==> config.mk <==
export PLATFORM = sky130hd
export DESIGN_NAME = mem_axi_bridge
export DESIGN_NICKNAME = d
export VERILOG_FILES = /design/src/source/mem_axi_pkg.sv /design/src/source/axi_read_master.sv /design/src/source/axi_write_master.sv /design/src/source/mem_axi_bridge.sv
export VERILOG_INCLUDE_DIRS = /design/src /design/src/include
export SDC_FILE = /design/constraint.sdc
export NUM_CORES = 1
export LEC_CHECK = 0
export ABC_AREA = 1
export BUFFER_PORTS_ARGS = -buffer_cell sky130_fd_sc_hd__buf_2
export CORE_AREA = 2 2 354 356
export CTS_BUF_LIST = sky130_fd_sc_hd__clkbuf_2
export DETAILED_ROUTE_END_ITERATION = 8
export DIE_AREA = 0 0 356 358
export GPL_ROUTABILITY_DRIVEN = 0
export PLACE_DENSITY_LB_ADDON = 0.2
export SETUP_SLACK_MARGIN = 0.1
export SYNTH_ARGS = -nofsm -noshare
export SYNTH_HDL_FRONTEND = slang
export SYNTH_HIERARCHICAL = 1
export SYNTH_SLANG_ARGS = --single-unit
==> constraint.sdc <==
create_clock -name clk -period 6.05 [get_ports clk]
set_input_delay 0.605 -clock clk [delete_from_list [all_inputs] [get_ports clk]]
set_output_delay 0.605 -clock clk [all_outputs]
set_load 0.05 [all_outputs]
==> src/include/mem_axi_params.svh <==
`ifndef MEM_AXI_PARAMS_SVH
`define MEM_AXI_PARAMS_SVH

// Bus widths
`define MEM_AXI_ADDR_WIDTH 32
`define MEM_AXI_LINE_WIDTH 128   // One cache line per beat
`define MEM_AXI_STRB_WIDTH 16    // One bit per line byte
`define MEM_AXI_ID_WIDTH   4

// Transaction IDs
`define MEM_AXI_INST_ID 0        // Instruction refill
`define MEM_AXI_DATA_ID 1        // Data refill and all writes

// Fixed AXI field codes
`define MEM_AXI_SIZE_LINE  4     // 16 bytes per beat
`define MEM_AXI_BURST_INCR 1

`endif

==> src/source/mem_axi_pkg.sv <==
`default_nettype none

`include "mem_axi_params.svh"

package mem_axi_pkg;

    // Meaningful widths of the bridge
    typedef logic [`MEM_AXI_ADDR_WIDTH-1:0] addr_t;
    typedef logic [`MEM_AXI_LINE_WIDTH-1:0] line_t;
    typedef logic [`MEM_AXI_STRB_WIDTH-1:0] strb_t;
    typedef logic [`MEM_AXI_ID_WIDTH-1:0]   axi_id_t;

    // AR channel
    typedef enum logic {
        AR_IDLE,    // Nothing on AR
        AR_SEND     // Address offered, waiting for arready
    } rd_ar_state_e;

    // Write path
    typedef enum logic [1:0] {
        WR_IDLE,    // Free for a new write
        WR_SEND,    // AW and/or W not yet taken
        WR_RESP     // Waiting for B
    } wr_state_e;

endpackage

`default_nettype wire

==> src/source/axi_read_master.sv <==
`default_nettype none

`include "mem_axi_params.svh"

module axi_read_master
    import mem_axi_pkg::*;
(
    input  wire     clk,
    input  wire     reset_i,

    // Instruction client
    input  wire     inst_rd_req_i,
    input  wire     addr_t inst_rd_addr_i,
    output logic    inst_rd_rdy_o,
    output logic    inst_ret_valid_o,
    output line_t   inst_ret_data_o,

    // Data client
    input  wire     data_rd_req_i,
    input  wire     addr_t data_rd_addr_i,
    output logic    data_rd_rdy_o,
    output logic    data_ret_valid_o,
    output line_t   data_ret_data_o,

    // AR channel
    output axi_id_t arid_o,
    output addr_t   araddr_o,
    output logic [7:0] arlen_o,
    output logic [2:0] arsize_o,
    output logic [1:0] arburst_o,
    output logic    arvalid_o,
    input  wire     arready_i,

    // R channel
    input  wire     axi_id_t rid_i,
    input  wire     line_t rdata_i,
    input  wire     rlast_i,
    input  wire     rvalid_i,
    output logic    rready_o
);

    rd_ar_state_e ar_state;
    logic         inst_pend;    // Instruction read in flight
    logic         data_pend;    // Data read in flight
    logic         inst_take;
    logic         data_take;
    logic         r_done;
    logic         r_inst;
    logic         r_data;

    // Data client wins a tie, so inst sees no ready while data asks
    assign data_rd_rdy_o = (ar_state == AR_IDLE) && !data_pend;
    assign inst_rd_rdy_o = (ar_state == AR_IDLE) && !inst_pend
                           && !(data_rd_req_i && !data_pend);
    assign data_take     = data_rd_req_i && data_rd_rdy_o;
    assign inst_take     = inst_rd_req_i && inst_rd_rdy_o;

    assign arvalid_o = (ar_state == AR_SEND);
    assign arlen_o   = 8'd0;                        // Single beat
    assign arsize_o  = 3'(`MEM_AXI_SIZE_LINE);
    assign arburst_o = 2'(`MEM_AXI_BURST_INCR);

    // Accept R whenever anything is outstanding
    assign rready_o = inst_pend || data_pend;
    assign r_done   = rvalid_i && rready_o && rlast_i;
    assign r_inst   = r_done && (rid_i == axi_id_t'(`MEM_AXI_INST_ID));
    assign r_data   = r_done && (rid_i == axi_id_t'(`MEM_AXI_DATA_ID));

    always_ff @(posedge clk) begin
        if (reset_i) begin
            ar_state <= AR_IDLE;
        end else begin
            case (ar_state)
                AR_IDLE: begin
                    if (data_take || inst_take) begin
                        ar_state <= AR_SEND;
                    end
                end
                AR_SEND: begin
                    if (arready_i) begin
                        ar_state <= AR_IDLE;
                    end
                end
                default: ar_state <= AR_IDLE;
            endcase
        end
    end

    // AR payload, held until arready since no new take while AR_SEND
    always_ff @(posedge clk) begin
        if (data_take) begin
            araddr_o <= data_rd_addr_i;
            arid_o   <= axi_id_t'(`MEM_AXI_DATA_ID);
        end else if (inst_take) begin
            araddr_o <= inst_rd_addr_i;
            arid_o   <= axi_id_t'(`MEM_AXI_INST_ID);
        end
    end

    always_ff @(posedge clk) begin
        if (reset_i) begin
            inst_pend <= 1'b0;
            data_pend <= 1'b0;
        end else begin
            if (inst_take) begin
                inst_pend <= 1'b1;
            end else if (r_inst) begin
                inst_pend <= 1'b0;
            end
            if (data_take) begin
                data_pend <= 1'b1;
            end else if (r_data) begin
                data_pend <= 1'b0;
            end
        end
    end

    // Steer the beat by rid, one cycle later
    always_ff @(posedge clk) begin
        if (reset_i) begin
            inst_ret_valid_o <= 1'b0;
            data_ret_valid_o <= 1'b0;
        end else begin
            inst_ret_valid_o <= r_inst;
            data_ret_valid_o <= r_data;
        end
    end

    always_ff @(posedge clk) begin
        if (r_inst) inst_ret_data_o <= rdata_i;
        if (r_data) data_ret_data_o <= rdata_i;
    end

endmodule

`default_nettype wire

==> src/source/axi_write_master.sv <==
`default_nettype none

`include "mem_axi_params.svh"

module axi_write_master
    import mem_axi_pkg::*;
(
    input  wire     clk,
    input  wire     reset_i,

    // Data cache write client
    input  wire     data_wr_req_i,
    input  wire     addr_t data_wr_addr_i,
    input  wire     line_t data_wr_data_i,
    input  wire     strb_t data_wr_strb_i,
    output logic    data_wr_rdy_o,
    output logic    data_wr_done_o,

    // AW channel
    output axi_id_t awid_o,
    output addr_t   awaddr_o,
    output logic [7:0] awlen_o,
    output logic [2:0] awsize_o,
    output logic [1:0] awburst_o,
    output logic    awvalid_o,
    input  wire     awready_i,

    // W channel
    output line_t   wdata_o,
    output strb_t   wstrb_o,
    output logic    wlast_o,
    output logic    wvalid_o,
    input  wire     wready_i,

    // B channel
    input  wire     axi_id_t bid_i,     // Only the bound checker looks at it
    input  wire     bvalid_i,
    output logic    bready_o
);

    wr_state_e wr_state;
    logic      aw_pend;     // AW not yet taken
    logic      w_pend;      // W not yet taken
    logic      wr_take;
    logic      aw_left;
    logic      w_left;

    assign data_wr_rdy_o = (wr_state == WR_IDLE);
    assign wr_take       = data_wr_req_i && data_wr_rdy_o;

    // Still waiting after this cycle
    assign aw_left = aw_pend && !awready_i;
    assign w_left  = w_pend && !wready_i;

    assign awvalid_o = aw_pend;
    assign wvalid_o  = w_pend;
    assign wlast_o   = w_pend;                      // Every beat is the last
    assign bready_o  = (wr_state == WR_RESP);

    assign awid_o    = axi_id_t'(`MEM_AXI_DATA_ID);
    assign awlen_o   = 8'd0;
    assign awsize_o  = 3'(`MEM_AXI_SIZE_LINE);
    assign awburst_o = 2'(`MEM_AXI_BURST_INCR);

    always_ff @(posedge clk) begin
        if (reset_i) begin
            wr_state       <= WR_IDLE;
            aw_pend        <= 1'b0;
            w_pend         <= 1'b0;
            data_wr_done_o <= 1'b0;
        end else begin
            data_wr_done_o <= 1'b0;
            case (wr_state)
                WR_IDLE: begin
                    if (wr_take) begin
                        aw_pend  <= 1'b1;
                        w_pend   <= 1'b1;
                        wr_state <= WR_SEND;
                    end
                end
                WR_SEND: begin
                    // AW and W may be taken in either order
                    aw_pend <= aw_left;
                    w_pend  <= w_left;
                    if (!aw_left && !w_left) begin
                        wr_state <= WR_RESP;
                    end
                end
                WR_RESP: begin
                    if (bvalid_i) begin
                        data_wr_done_o <= 1'b1;
                        wr_state       <= WR_IDLE;
                    end
                end
                default: wr_state <= WR_IDLE;
            endcase
        end
    end

    // Write payload, captured once per write
    always_ff @(posedge clk) begin
        if (wr_take) begin
            awaddr_o <= data_wr_addr_i;
            wdata_o  <= data_wr_data_i;
            wstrb_o  <= data_wr_strb_i;
        end
    end

endmodule

`default_nettype wire

==> src/source/mem_axi_bridge.sv <==
`default_nettype none

`include "mem_axi_params.svh"

module mem_axi_bridge
    import mem_axi_pkg::*;
(
    input  wire     clk,
    input  wire     reset_i,

    // Instruction cache read
    input  wire     inst_rd_req_i,
    input  wire     addr_t inst_rd_addr_i,
    output logic    inst_rd_rdy_o,
    output logic    inst_ret_valid_o,
    output line_t   inst_ret_data_o,

    // Data cache read
    input  wire     data_rd_req_i,
    input  wire     addr_t data_rd_addr_i,
    output logic    data_rd_rdy_o,
    output logic    data_ret_valid_o,
    output line_t   data_ret_data_o,

    // Data cache write
    input  wire     data_wr_req_i,
    input  wire     addr_t data_wr_addr_i,
    input  wire     line_t data_wr_data_i,
    input  wire     strb_t data_wr_strb_i,
    output logic    data_wr_rdy_o,
    output logic    data_wr_done_o,

    // AXI read
    output axi_id_t arid_o,
    output addr_t   araddr_o,
    output logic [7:0] arlen_o,
    output logic [2:0] arsize_o,
    output logic [1:0] arburst_o,
    output logic    arvalid_o,
    input  wire     arready_i,
    input  wire     axi_id_t rid_i,
    input  wire     line_t rdata_i,
    input  wire     rlast_i,
    input  wire     rvalid_i,
    output logic    rready_o,

    // AXI write
    output axi_id_t awid_o,
    output addr_t   awaddr_o,
    output logic [7:0] awlen_o,
    output logic [2:0] awsize_o,
    output logic [1:0] awburst_o,
    output logic    awvalid_o,
    input  wire     awready_i,
    output line_t   wdata_o,
    output strb_t   wstrb_o,
    output logic    wlast_o,
    output logic    wvalid_o,
    input  wire     wready_i,
    input  wire     axi_id_t bid_i,
    input  wire     bvalid_i,
    output logic    bready_o
);

    // Both refill clients share AR and R
    axi_read_master i_axi_read_master (
        .clk              (clk),
        .reset_i          (reset_i),
        .inst_rd_req_i    (inst_rd_req_i),
        .inst_rd_addr_i   (inst_rd_addr_i),
        .inst_rd_rdy_o    (inst_rd_rdy_o),
        .inst_ret_valid_o (inst_ret_valid_o),
        .inst_ret_data_o  (inst_ret_data_o),
        .data_rd_req_i    (data_rd_req_i),
        .data_rd_addr_i   (data_rd_addr_i),
        .data_rd_rdy_o    (data_rd_rdy_o),
        .data_ret_valid_o (data_ret_valid_o),
        .data_ret_data_o  (data_ret_data_o),
        .arid_o           (arid_o),
        .araddr_o         (araddr_o),
        .arlen_o          (arlen_o),
        .arsize_o         (arsize_o),
        .arburst_o        (arburst_o),
        .arvalid_o        (arvalid_o),
        .arready_i        (arready_i),
        .rid_i            (rid_i),
        .rdata_i          (rdata_i),
        .rlast_i          (rlast_i),
        .rvalid_i         (rvalid_i),
        .rready_o         (rready_o)
    );

    // Data cache write-back
    axi_write_master i_axi_write_master (
        .clk            (clk),
        .reset_i        (reset_i),
        .data_wr_req_i  (data_wr_req_i),
        .data_wr_addr_i (data_wr_addr_i),
        .data_wr_data_i (data_wr_data_i),
        .data_wr_strb_i (data_wr_strb_i),
        .data_wr_rdy_o  (data_wr_rdy_o),
        .data_wr_done_o (data_wr_done_o),
        .awid_o         (awid_o),
        .awaddr_o       (awaddr_o),
        .awlen_o        (awlen_o),
        .awsize_o       (awsize_o),
        .awburst_o      (awburst_o),
        .awvalid_o      (awvalid_o),
        .awready_i      (awready_i),
        .wdata_o        (wdata_o),
        .wstrb_o        (wstrb_o),
        .wlast_o        (wlast_o),
        .wvalid_o       (wvalid_o),
        .wready_i       (wready_i),
        .bid_i          (bid_i),
        .bvalid_i       (bvalid_i),
        .bready_o       (bready_o)
    );

endmodule

`default_nettype wire

==> results.sh, run 1 <==
export IMPL_yosysUniqueCellTypes=19
export IMPL_hpwl_um=45100
export IMPL_synth_area_mux_share=0
export IMPL_cts_setup_buffers=0
export IMPL_synth_top_family_by_area="simple AND/OR/NAND/NOR gates"
export IMPL_cts_root_buf="clkbuf_2"
export IMPL_port_buffers=859
export IMPL_synthSimpleGateAreaFrac=0.0374
export IMPL_die_h_um=358
export IMPL_yosysTopAreaCellShare=0.917
export IMPL_yosys_most_used_dff="edfxtp_1"
export IMPL_synth_xor_area_share=0
export IMPL_error="[ERROR RSZ-0060] Max buffer count reached."
export IMPL_core_rowCount=129
export IMPL_cts_max_path_buffers=3
export IMPL_synth_edf_count=464
export IMPL_async_flop_share=0
export IMPL_status="stopped before the end"
export IMPL_die_x_um=356
export IMPL_io_pins=897
export IMPL_synthAdderAreaFrac=0
export IMPL_htree_levels=4
export IMPL_yosysMostFrequentCell="edfxtp_1"
export IMPL_cts_resized=0
export IMPL_synth_compound_area_frac=0.00297
export IMPL_synth_warnings=6
export IMPL_yosys_top_cells_area="edfxtp_1, nand2_1, buf_4"
export IMPL_cts_num_sinks=475
export IMPL_seq_area_frac_synth=0.932
export IMPL_ys_seq_elements=475
export IMPL_cts_buffers=136
export IMPL_start_util=0.123
export IMPL_syn_area_um2=15200
export IMPL_syn_area_per_cell_um2=22.2
export IMPL_synth_largest_area_cell="edfxtp_1"
export IMPL_stop_stage="clock tree synthesis (4_1_cts)"
export IMPL_syn_inst=684
export IMPL_yosys_top_cells_count="edfxtp_1, nand2_1, buf_4, nand3_1, inv_1"
export IMPL_cts_hold_buffers=682
[through the flow]
| stage | instance area [µm²] | setup WS, ns | std cells | hold slack (ns) |
|---|---|---|---|---|
| floorplan | 15300 | 1.08 | 713 | 0.447 |
| global placement | 21400 | 3.29 | 3170 | 0.434 |
| detailed placement | 21400 | 3.27 | 3170 | 0.441 |
[kinds of logic after synthesis]
kind of cell / after synthesis
flops: 475
buf+inv: 64
simple gates: 132
other cells: 4
compound gates: 9
==> inputs of run 2 (changes only) <==
--- a/config.mk
+++ b/config.mk
@@ -8,13 +8,11 @@
 export LEC_CHECK = 0
 export ABC_AREA = 1
 export BUFFER_PORTS_ARGS = -buffer_cell sky130_fd_sc_hd__buf_2
-export CORE_AREA = 2 2 354 356
-export CTS_BUF_LIST = sky130_fd_sc_hd__clkbuf_2
+export CORE_AREA = 2 2 353 355
 export DETAILED_ROUTE_END_ITERATION = 8
-export DIE_AREA = 0 0 356 358
+export DIE_AREA = 0 0 355 357
 export GPL_ROUTABILITY_DRIVEN = 0
-export PLACE_DENSITY_LB_ADDON = 0.2
-export SETUP_SLACK_MARGIN = 0.1
+export PLACE_DENSITY_LB_ADDON = 0.15
 export SYNTH_ARGS = -nofsm -noshare
 export SYNTH_HDL_FRONTEND = slang
 export SYNTH_HIERARCHICAL = 1
==> results.sh, run 2 <==
export IMPL_io_pins=897
export IMPL_fmax_ghz=0.406
export IMPL_via_per_inst=2.97
export IMPL_setup_viol=0
export IMPL_dieArea_um2=127000
export IMPL_yosys_top_cells_area="edfxtp_1, nand2_1, buf_4"
export IMPL_htree_levels=2
export IMPL_rsz0062_at_grt="false"
export IMPL_final_cell_mix="buf_2, edfxtp_1, nand2_1"
export IMPL_critPathKind="reg -> out"
export IMPL_cp_slowest_cell="buf_4"
export IMPL_drt_first_pass_iters=4
export IMPL_cts_buffers=56
export IMPL_yosysTopAreaCellShare=0.917
export IMPL_die_x_um=355
export IMPL_synth_warnings=6
export IMPL_async_flop_share=0
export IMPL_hpwl_um=47500
export IMPL_reg2reg_slack_ns=3.61
export IMPL_synthSimpleGateAreaFrac=0.0374
export IMPL_yosys_top_cells_count="edfxtp_1, nand2_1, buf_4, nand3_1, inv_1"
export IMPL_syn_area_per_cell_um2=22.2
export IMPL_drc=0
export IMPL_worst_pin_slew_ns=1.04
export IMPL_antenna_left=0
export IMPL_cts_hold_buffers=0
export IMPL_syn_area_um2=15200
export IMPL_hp_class="in -> reg"
export IMPL_cts_resized=0
export IMPL_yosys_most_used_dff="edfxtp_1"
export IMPL_via_count=9732
export IMPL_synth_top_family_by_area="simple AND/OR/NAND/NOR gates"
export IMPL_yosysUniqueCellTypes=19
export IMPL_clkTransAtPathRegs_ns=0.06
export IMPL_synthToLayoutAreaGrowth_pct=52.2
export IMPL_r2r_start="i_axi_read_master/data_pend$_SDFFE_PP0P_"
export IMPL_ys_seq_elements=475
export IMPL_peakVddDrop_v=0.000202
export IMPL_synth_compound_area_frac=0.00297
export IMPL_cts_num_sinks=475
export IMPL_tritoncts="done"
export IMPL_port_buffers=859
export IMPL_relSlewSlack=0.306
export IMPL_timing_rr_end="i_axi_read_master/data_ret_data_o[124]$_DFFE_PP_"
export IMPL_holdPathEnd="i_axi_write_master/wdata_o[39]$_DFFE_PP_"
export IMPL_grt_max_degree=158
export IMPL_fill_cells=13500
export IMPL_grt_pass1_vias=10000
export IMPL_start_util=0.123
export IMPL_synth_largest_area_cell="edfxtp_1"
export IMPL_p_total_mw=7.98
export IMPL_slew_violations=0
export IMPL_seq_area_frac_synth=0.932
export IMPL_cts_max_path_buffers=3
export IMPL_tns_ns=0
export IMPL_mostFrequentLayoutCell="buf_2"
export IMPL_critPathArrivalTime_ns=1.86
export IMPL_drive_above_1_share=0.580
export IMPL_yosysMostFrequentCell="edfxtp_1"
export IMPL_drv_cap=0
export IMPL_grt_pass1_wl_um=78600
export IMPL_core_area_um2=123000
export IMPL_synth_area_mux_share=0
export IMPL_wl_per_cell_um=18.5
export IMPL_critPathMaxStageDelay_ns=0.38
export IMPL_hold_depth=1
export IMPL_multiInputGateArea_um2=737
export IMPL_p_leak_nw=9.23
export IMPL_grt_overflow=0
export IMPL_post_route_min_period_ns=2.46
export IMPL_worstSkewPairLatency_ns=0.62
export IMPL_die_h_um=357
export IMPL_routed_wl_um=60700
export IMPL_required_ns=5.44
export IMPL_crit_fanout=34
export IMPL_p_per_area_nw_per_um2=345
export IMPL_cts_root_buf="clkbuf_16"
export IMPL_syn_inst=684
export IMPL_crit_chain="nor2_4 -> buf_4 -> buf_2"
export IMPL_drt_initial_drc_count=585
export IMPL_synth_xor_area_share=0
export IMPL_worstSetupEndpointType="output port"
export IMPL_synth_edf_count=464
export IMPL_timing_final_crit_share=0.407
export IMPL_hold_viol=0
export IMPL_startpoint_type="flop"
export IMPL_antenna_found_initial=15
export IMPL_synthAdderAreaFrac=0
export IMPL_grt_use_total=0.0885
export IMPL_cts_setup_buffers=0
export IMPL_reg2reg_depth=5
export IMPL_core_rowCount=129
export IMPL_status="finished, final reports clean"
export IMPL_min_from="data_wr_data_i[39]"
export IMPL_register_area_um2=14200
export IMPL_nets=1979
export IMPL_clock_skew_ns=0.00638
export IMPL_largest_registers="i_axi_read_master/data_ret_data_o x128, i_axi_read_master/inst_ret_data_o x128, i_axi_write_master/wdata_o x128"
-- run 2: through the flow --
| stage | area, µm² | cells | worst slack [ns] | util | hold slack, ns |
|---|---|---|---|---|---|
| after floorplan | 15300 | 713 | 1.08 | - | 0.447 |
| after global placement | 21400 | 3171 | 3.27 | 0.174 | 0.474 |
| after detailed placement | 21400 | 3171 | 3.28 | 0.174 | 0.456 |
| after CTS | 23100 | 3276 | 3.50 | 0.188 | 0.0765 |
| after global routing | 23100 | 3278 | 3.35 | 0.188 | 0.0861 |
| final | 23100 | 3280 | 3.59 | 0.188 | 0.154 |
-- run 2: kinds of logic (layout without fill, tap and decap cells) --
kind of cell           count (synthesis)  after routing
flip-flops                           475            475
AND/OR/NAND/NOR                      132            132
buffers and inverters                 64            990
AO/OA/AOI/OAI                          9              9
other                                  4             37
-- run 2: worst max-delay path: cells and delay by family, from the launching register on --
family	cells	cell delay [ns]
AND/OR/NAND/NOR	1	0.11
flip-flops	1	0.36
buffers and inverters	2	0.73
-- run 2: metal layers --
| layer | wire length (µm) | track usage |
|---|---|---|
| met3 | 5480 | 0.0295 |
| met1 | 22000 | 0.0981 |
| met5 | 13 | 0 |
| met4 | 1760 | 0.0323 |
| met2 | 31400 | 0.157 |
-- run 2: final cells by class --
class / instances / area share
clock inverters: 36 / 0.0112
multi-input cells: 174 / 0.0319
inverters: 20 / 0.00379
well taps: 1637 / 0.0886
clock buffers: 69 / 0.0627
flip-flops and latches: 475 / 0.612
diodes: 4 / 0.000433
repair buffers: 865 / 0.189
-- run 2: worst max-delay path by stage --
stage	slack, ns	depth (start not counted)	startpoint	endpoint
2_1_floorplan	1.08	3	i_axi_write_master/wr_state[0]$_SDFFE_PP0P_	i_axi_write_master/awaddr_o[0]$_DFFE_PP_
3_5_place_dp	3.28	4	data_rd_req_i	i_axi_read_master/araddr_o[9]$_DFFE_PP_
3_3_place_gp	3.27	7	rid_i[1]	i_axi_read_master/data_ret_data_o[124]$_DFFE_PP_
6_report	3.59	3	i_axi_read_master/data_pend$_SDFFE_PP0P_	data_rd_rdy_o
5_1_grt	3.35	5	i_axi_read_master/data_pend$_SDFFE_PP0P_	i_axi_read_master/data_ret_data_o[124]$_DFFE_PP_
4_1_cts	3.50	3	i_axi_read_master/data_pend$_SDFFE_PP0P_	data_rd_rdy_o
-- run 2: power by group --
part,leakage (nW),switching [mW],total [mW],internal (mW)
Sequential,4.39,0.0440,3.83,3.78
Combinational,4.00,0.773,0.973,0.200
Clock,0.838,1.39,3.18,1.79
No activity file was read; power rests on OpenSTA's default activity.
==> inputs of run 3 (changes only) <==
==> constraint.sdc (replaced) <==
create_clock -name clk -period 2.4 [get_ports clk]
set_input_delay 0.24 -clock clk [delete_from_list [all_inputs] [get_ports clk]]
set_output_delay 0.24 -clock clk [all_outputs]
set_load 0.05 [all_outputs]
==> results.sh, run 3 (synthesized netlist as in run 2, its figures left out) <==
export IMPL_clkTransAtPathRegs_ns=0.06
export IMPL_cts_hold_buffers=378
export IMPL_relSlewSlack=0.530
export IMPL_crit_path_start="i_axi_read_master/data_pend$_SDFFE_PP0P_"
export IMPL_wl_per_cell_um=15.9
export IMPL_cts_resized=0
export IMPL_routed_wl_um=58700
export IMPL_antenna_left=0
export IMPL_hp_class="in -> reg"
export IMPL_reg2reg_depth=5
export IMPL_tritoncts="done"
export IMPL_die_h_um=357
export IMPL_setup_viol=0
export IMPL_pwr_share_comb=0.146
export IMPL_required_ns=2.16
export IMPL_reg2reg_slack_ns=0.39
export IMPL_min_from="data_rd_req_i"
export IMPL_endpoint="data_rd_rdy_o"
export IMPL_slew_violations=0
export IMPL_nets=2387
export IMPL_cts_buffers=57
export IMPL_p_per_area_nw_per_um2=767
export IMPL_mostFrequentLayoutCell="buf_2"
export IMPL_met2_length_um=30400
export IMPL_tns_ns=0
export IMPL_drt_first_pass_iters=6
export IMPL_cts_root_buf="clkbuf_16"
export IMPL_core_rowCount=129
export IMPL_clock_skew_ns=0.0116
export IMPL_r2r_start="i_axi_read_master/data_pend$_SDFFE_PP0P_"
export IMPL_fill_cells=13200
export IMPL_status="finished, final reports clean"
export IMPL_timing_final_crit_share=0.854
export IMPL_drc=0
export IMPL_drt_initial_drc_count=476
export IMPL_hpwl_um=45200
export IMPL_internal_power_mw=15.3
export IMPL_p_total_mw=20.9
export IMPL_final_cell_mix="buf_2, edfxtp_1, dlygate4sd3_1"
export IMPL_power_frac_clock=0.394
export IMPL_core_area_um2=123000
export IMPL_crit_fanout=33
export IMPL_synthToLayoutAreaGrowth_pct=79.7
export IMPL_post_route_min_period_ns=2.05
export IMPL_cts_num_sinks=475
export IMPL_largest_registers="i_axi_read_master/data_ret_data_o x128, i_axi_read_master/inst_ret_data_o x128, i_axi_write_master/wdata_o x128"
export IMPL_grt_max_degree=52
export IMPL_grt_pass1_vias=12400
export IMPL_wl_met3_um=5470
export IMPL_critPathKind="reg -> out"
export IMPL_fmax_ghz=0.488
export IMPL_timing_rr_end="i_axi_read_master/data_ret_data_o[108]$_DFFE_PP_"
export IMPL_drv_cap=0
export IMPL_peakVddDrop_v=0.000588
export IMPL_dieArea_um2=127000
export IMPL_startpoint_type="flop"
export IMPL_io_pins=897
export IMPL_grt_pass1_wl_um=80600
export IMPL_die_x_um=355
export IMPL_top_layer_used="met5"
export IMPL_worst_pin_slew_ns=0.705
export IMPL_wl_met1_um=21000
export IMPL_grt_use_total=0.0865
export IMPL_p_seq_frac=0.460
export IMPL_worstSkewPairLatency_ns=0.63
export IMPL_antenna_found_initial=7
export IMPL_drive_above_1_share=0.481
export IMPL_port_buffers=859
export IMPL_rsz0062_at_grt="false"
export IMPL_via_per_inst=3.04
export IMPL_p_leak_nw=11.0
export IMPL_switching_share=0.270
export IMPL_grt_overflow=0
export IMPL_start_util=0.123
export IMPL_hold_viol=0
export IMPL_via_count=11200
export IMPL_cts_setup_buffers=0
export IMPL_switchingPower_mw=5.66
export IMPL_cts_max_path_buffers=3
export IMPL_worstSetupEndpointType="output port"
export IMPL_htree_levels=2
export IMPL_critPathArrivalTime_ns=1.81
run 3: worst min path at each step:
stage | end | slack [ns] | cells past startpoint
2_1_floorplan | i_axi_write_master/wr_state[0]$_SDFFE_PP0P_ | 0.30 | 1
3_3_place_gp | i_axi_write_master/awaddr_o[17]$_DFFE_PP_ | 0.42 | 1
3_5_place_dp | i_axi_write_master/awaddr_o[24]$_DFFE_PP_ | 0.42 | 1
4_1_cts | i_axi_read_master/data_ret_valid_o$_SDFF_PP0_ | 0.1 | 5
5_1_grt | i_axi_read_master/data_ret_valid_o$_SDFF_PP0_ | 0.17 | 5
6_report | i_axi_read_master/arid_o[0]$_SDFFE_PN1P_ | 0.18 | 5
run 3: layout make-up:
cell class              instances  area, µm²  share of cell area
diodes                          3       7.51            0.000275
clock buffers                  74       1510              0.0554
clock inverters                28        243             0.00889
inverters                      20       86.3             0.00316
multi-input cells             174        747              0.0274
flip-flops and latches        475      14200               0.519
well taps                    1637       2050              0.0751
repair buffers               1272       8480               0.311
run 3: through the flow:
step                       util  std cells  setup slack [ns]  area (µm²)  hold WS, ns
after floorplan               -        713             -1.17       15300        0.299
after global placement    0.177       3200             0.358       21700        0.416
after detailed placement  0.177       3200             0.330       21700        0.418
after CTS                 0.222       3680             0.285       27300       0.0977
after global routing      0.222       3681             0.241       27300        0.166
final                     0.222       3683             0.349       27300        0.177
run 3: power by group through the flow:
stage	registers, mW	clock network (mW)	logic [mW]
after floorplan	11.0	0	0.501
after global placement	9.80	0	2.51
after detailed placement	9.80	0	2.52
after CTS	9.63	8.60	3.10
after global routing	9.66	8.86	3.23
final	9.63	8.24	3.06
run 3: metal layers:
metal	vias up	global-route usage
li1	5171	-
met1	5368	0.0905
met2	565	0.157
met3	89	0.0314
met4	2	0.0339
met5	-	0
run 3: worst max-delay path, stage by stage, from the launching register on:
cell and delay (ns):
dfxtp_2 0.35, nor2_4 0.14, buf_4 0.35, buf_2 0.34
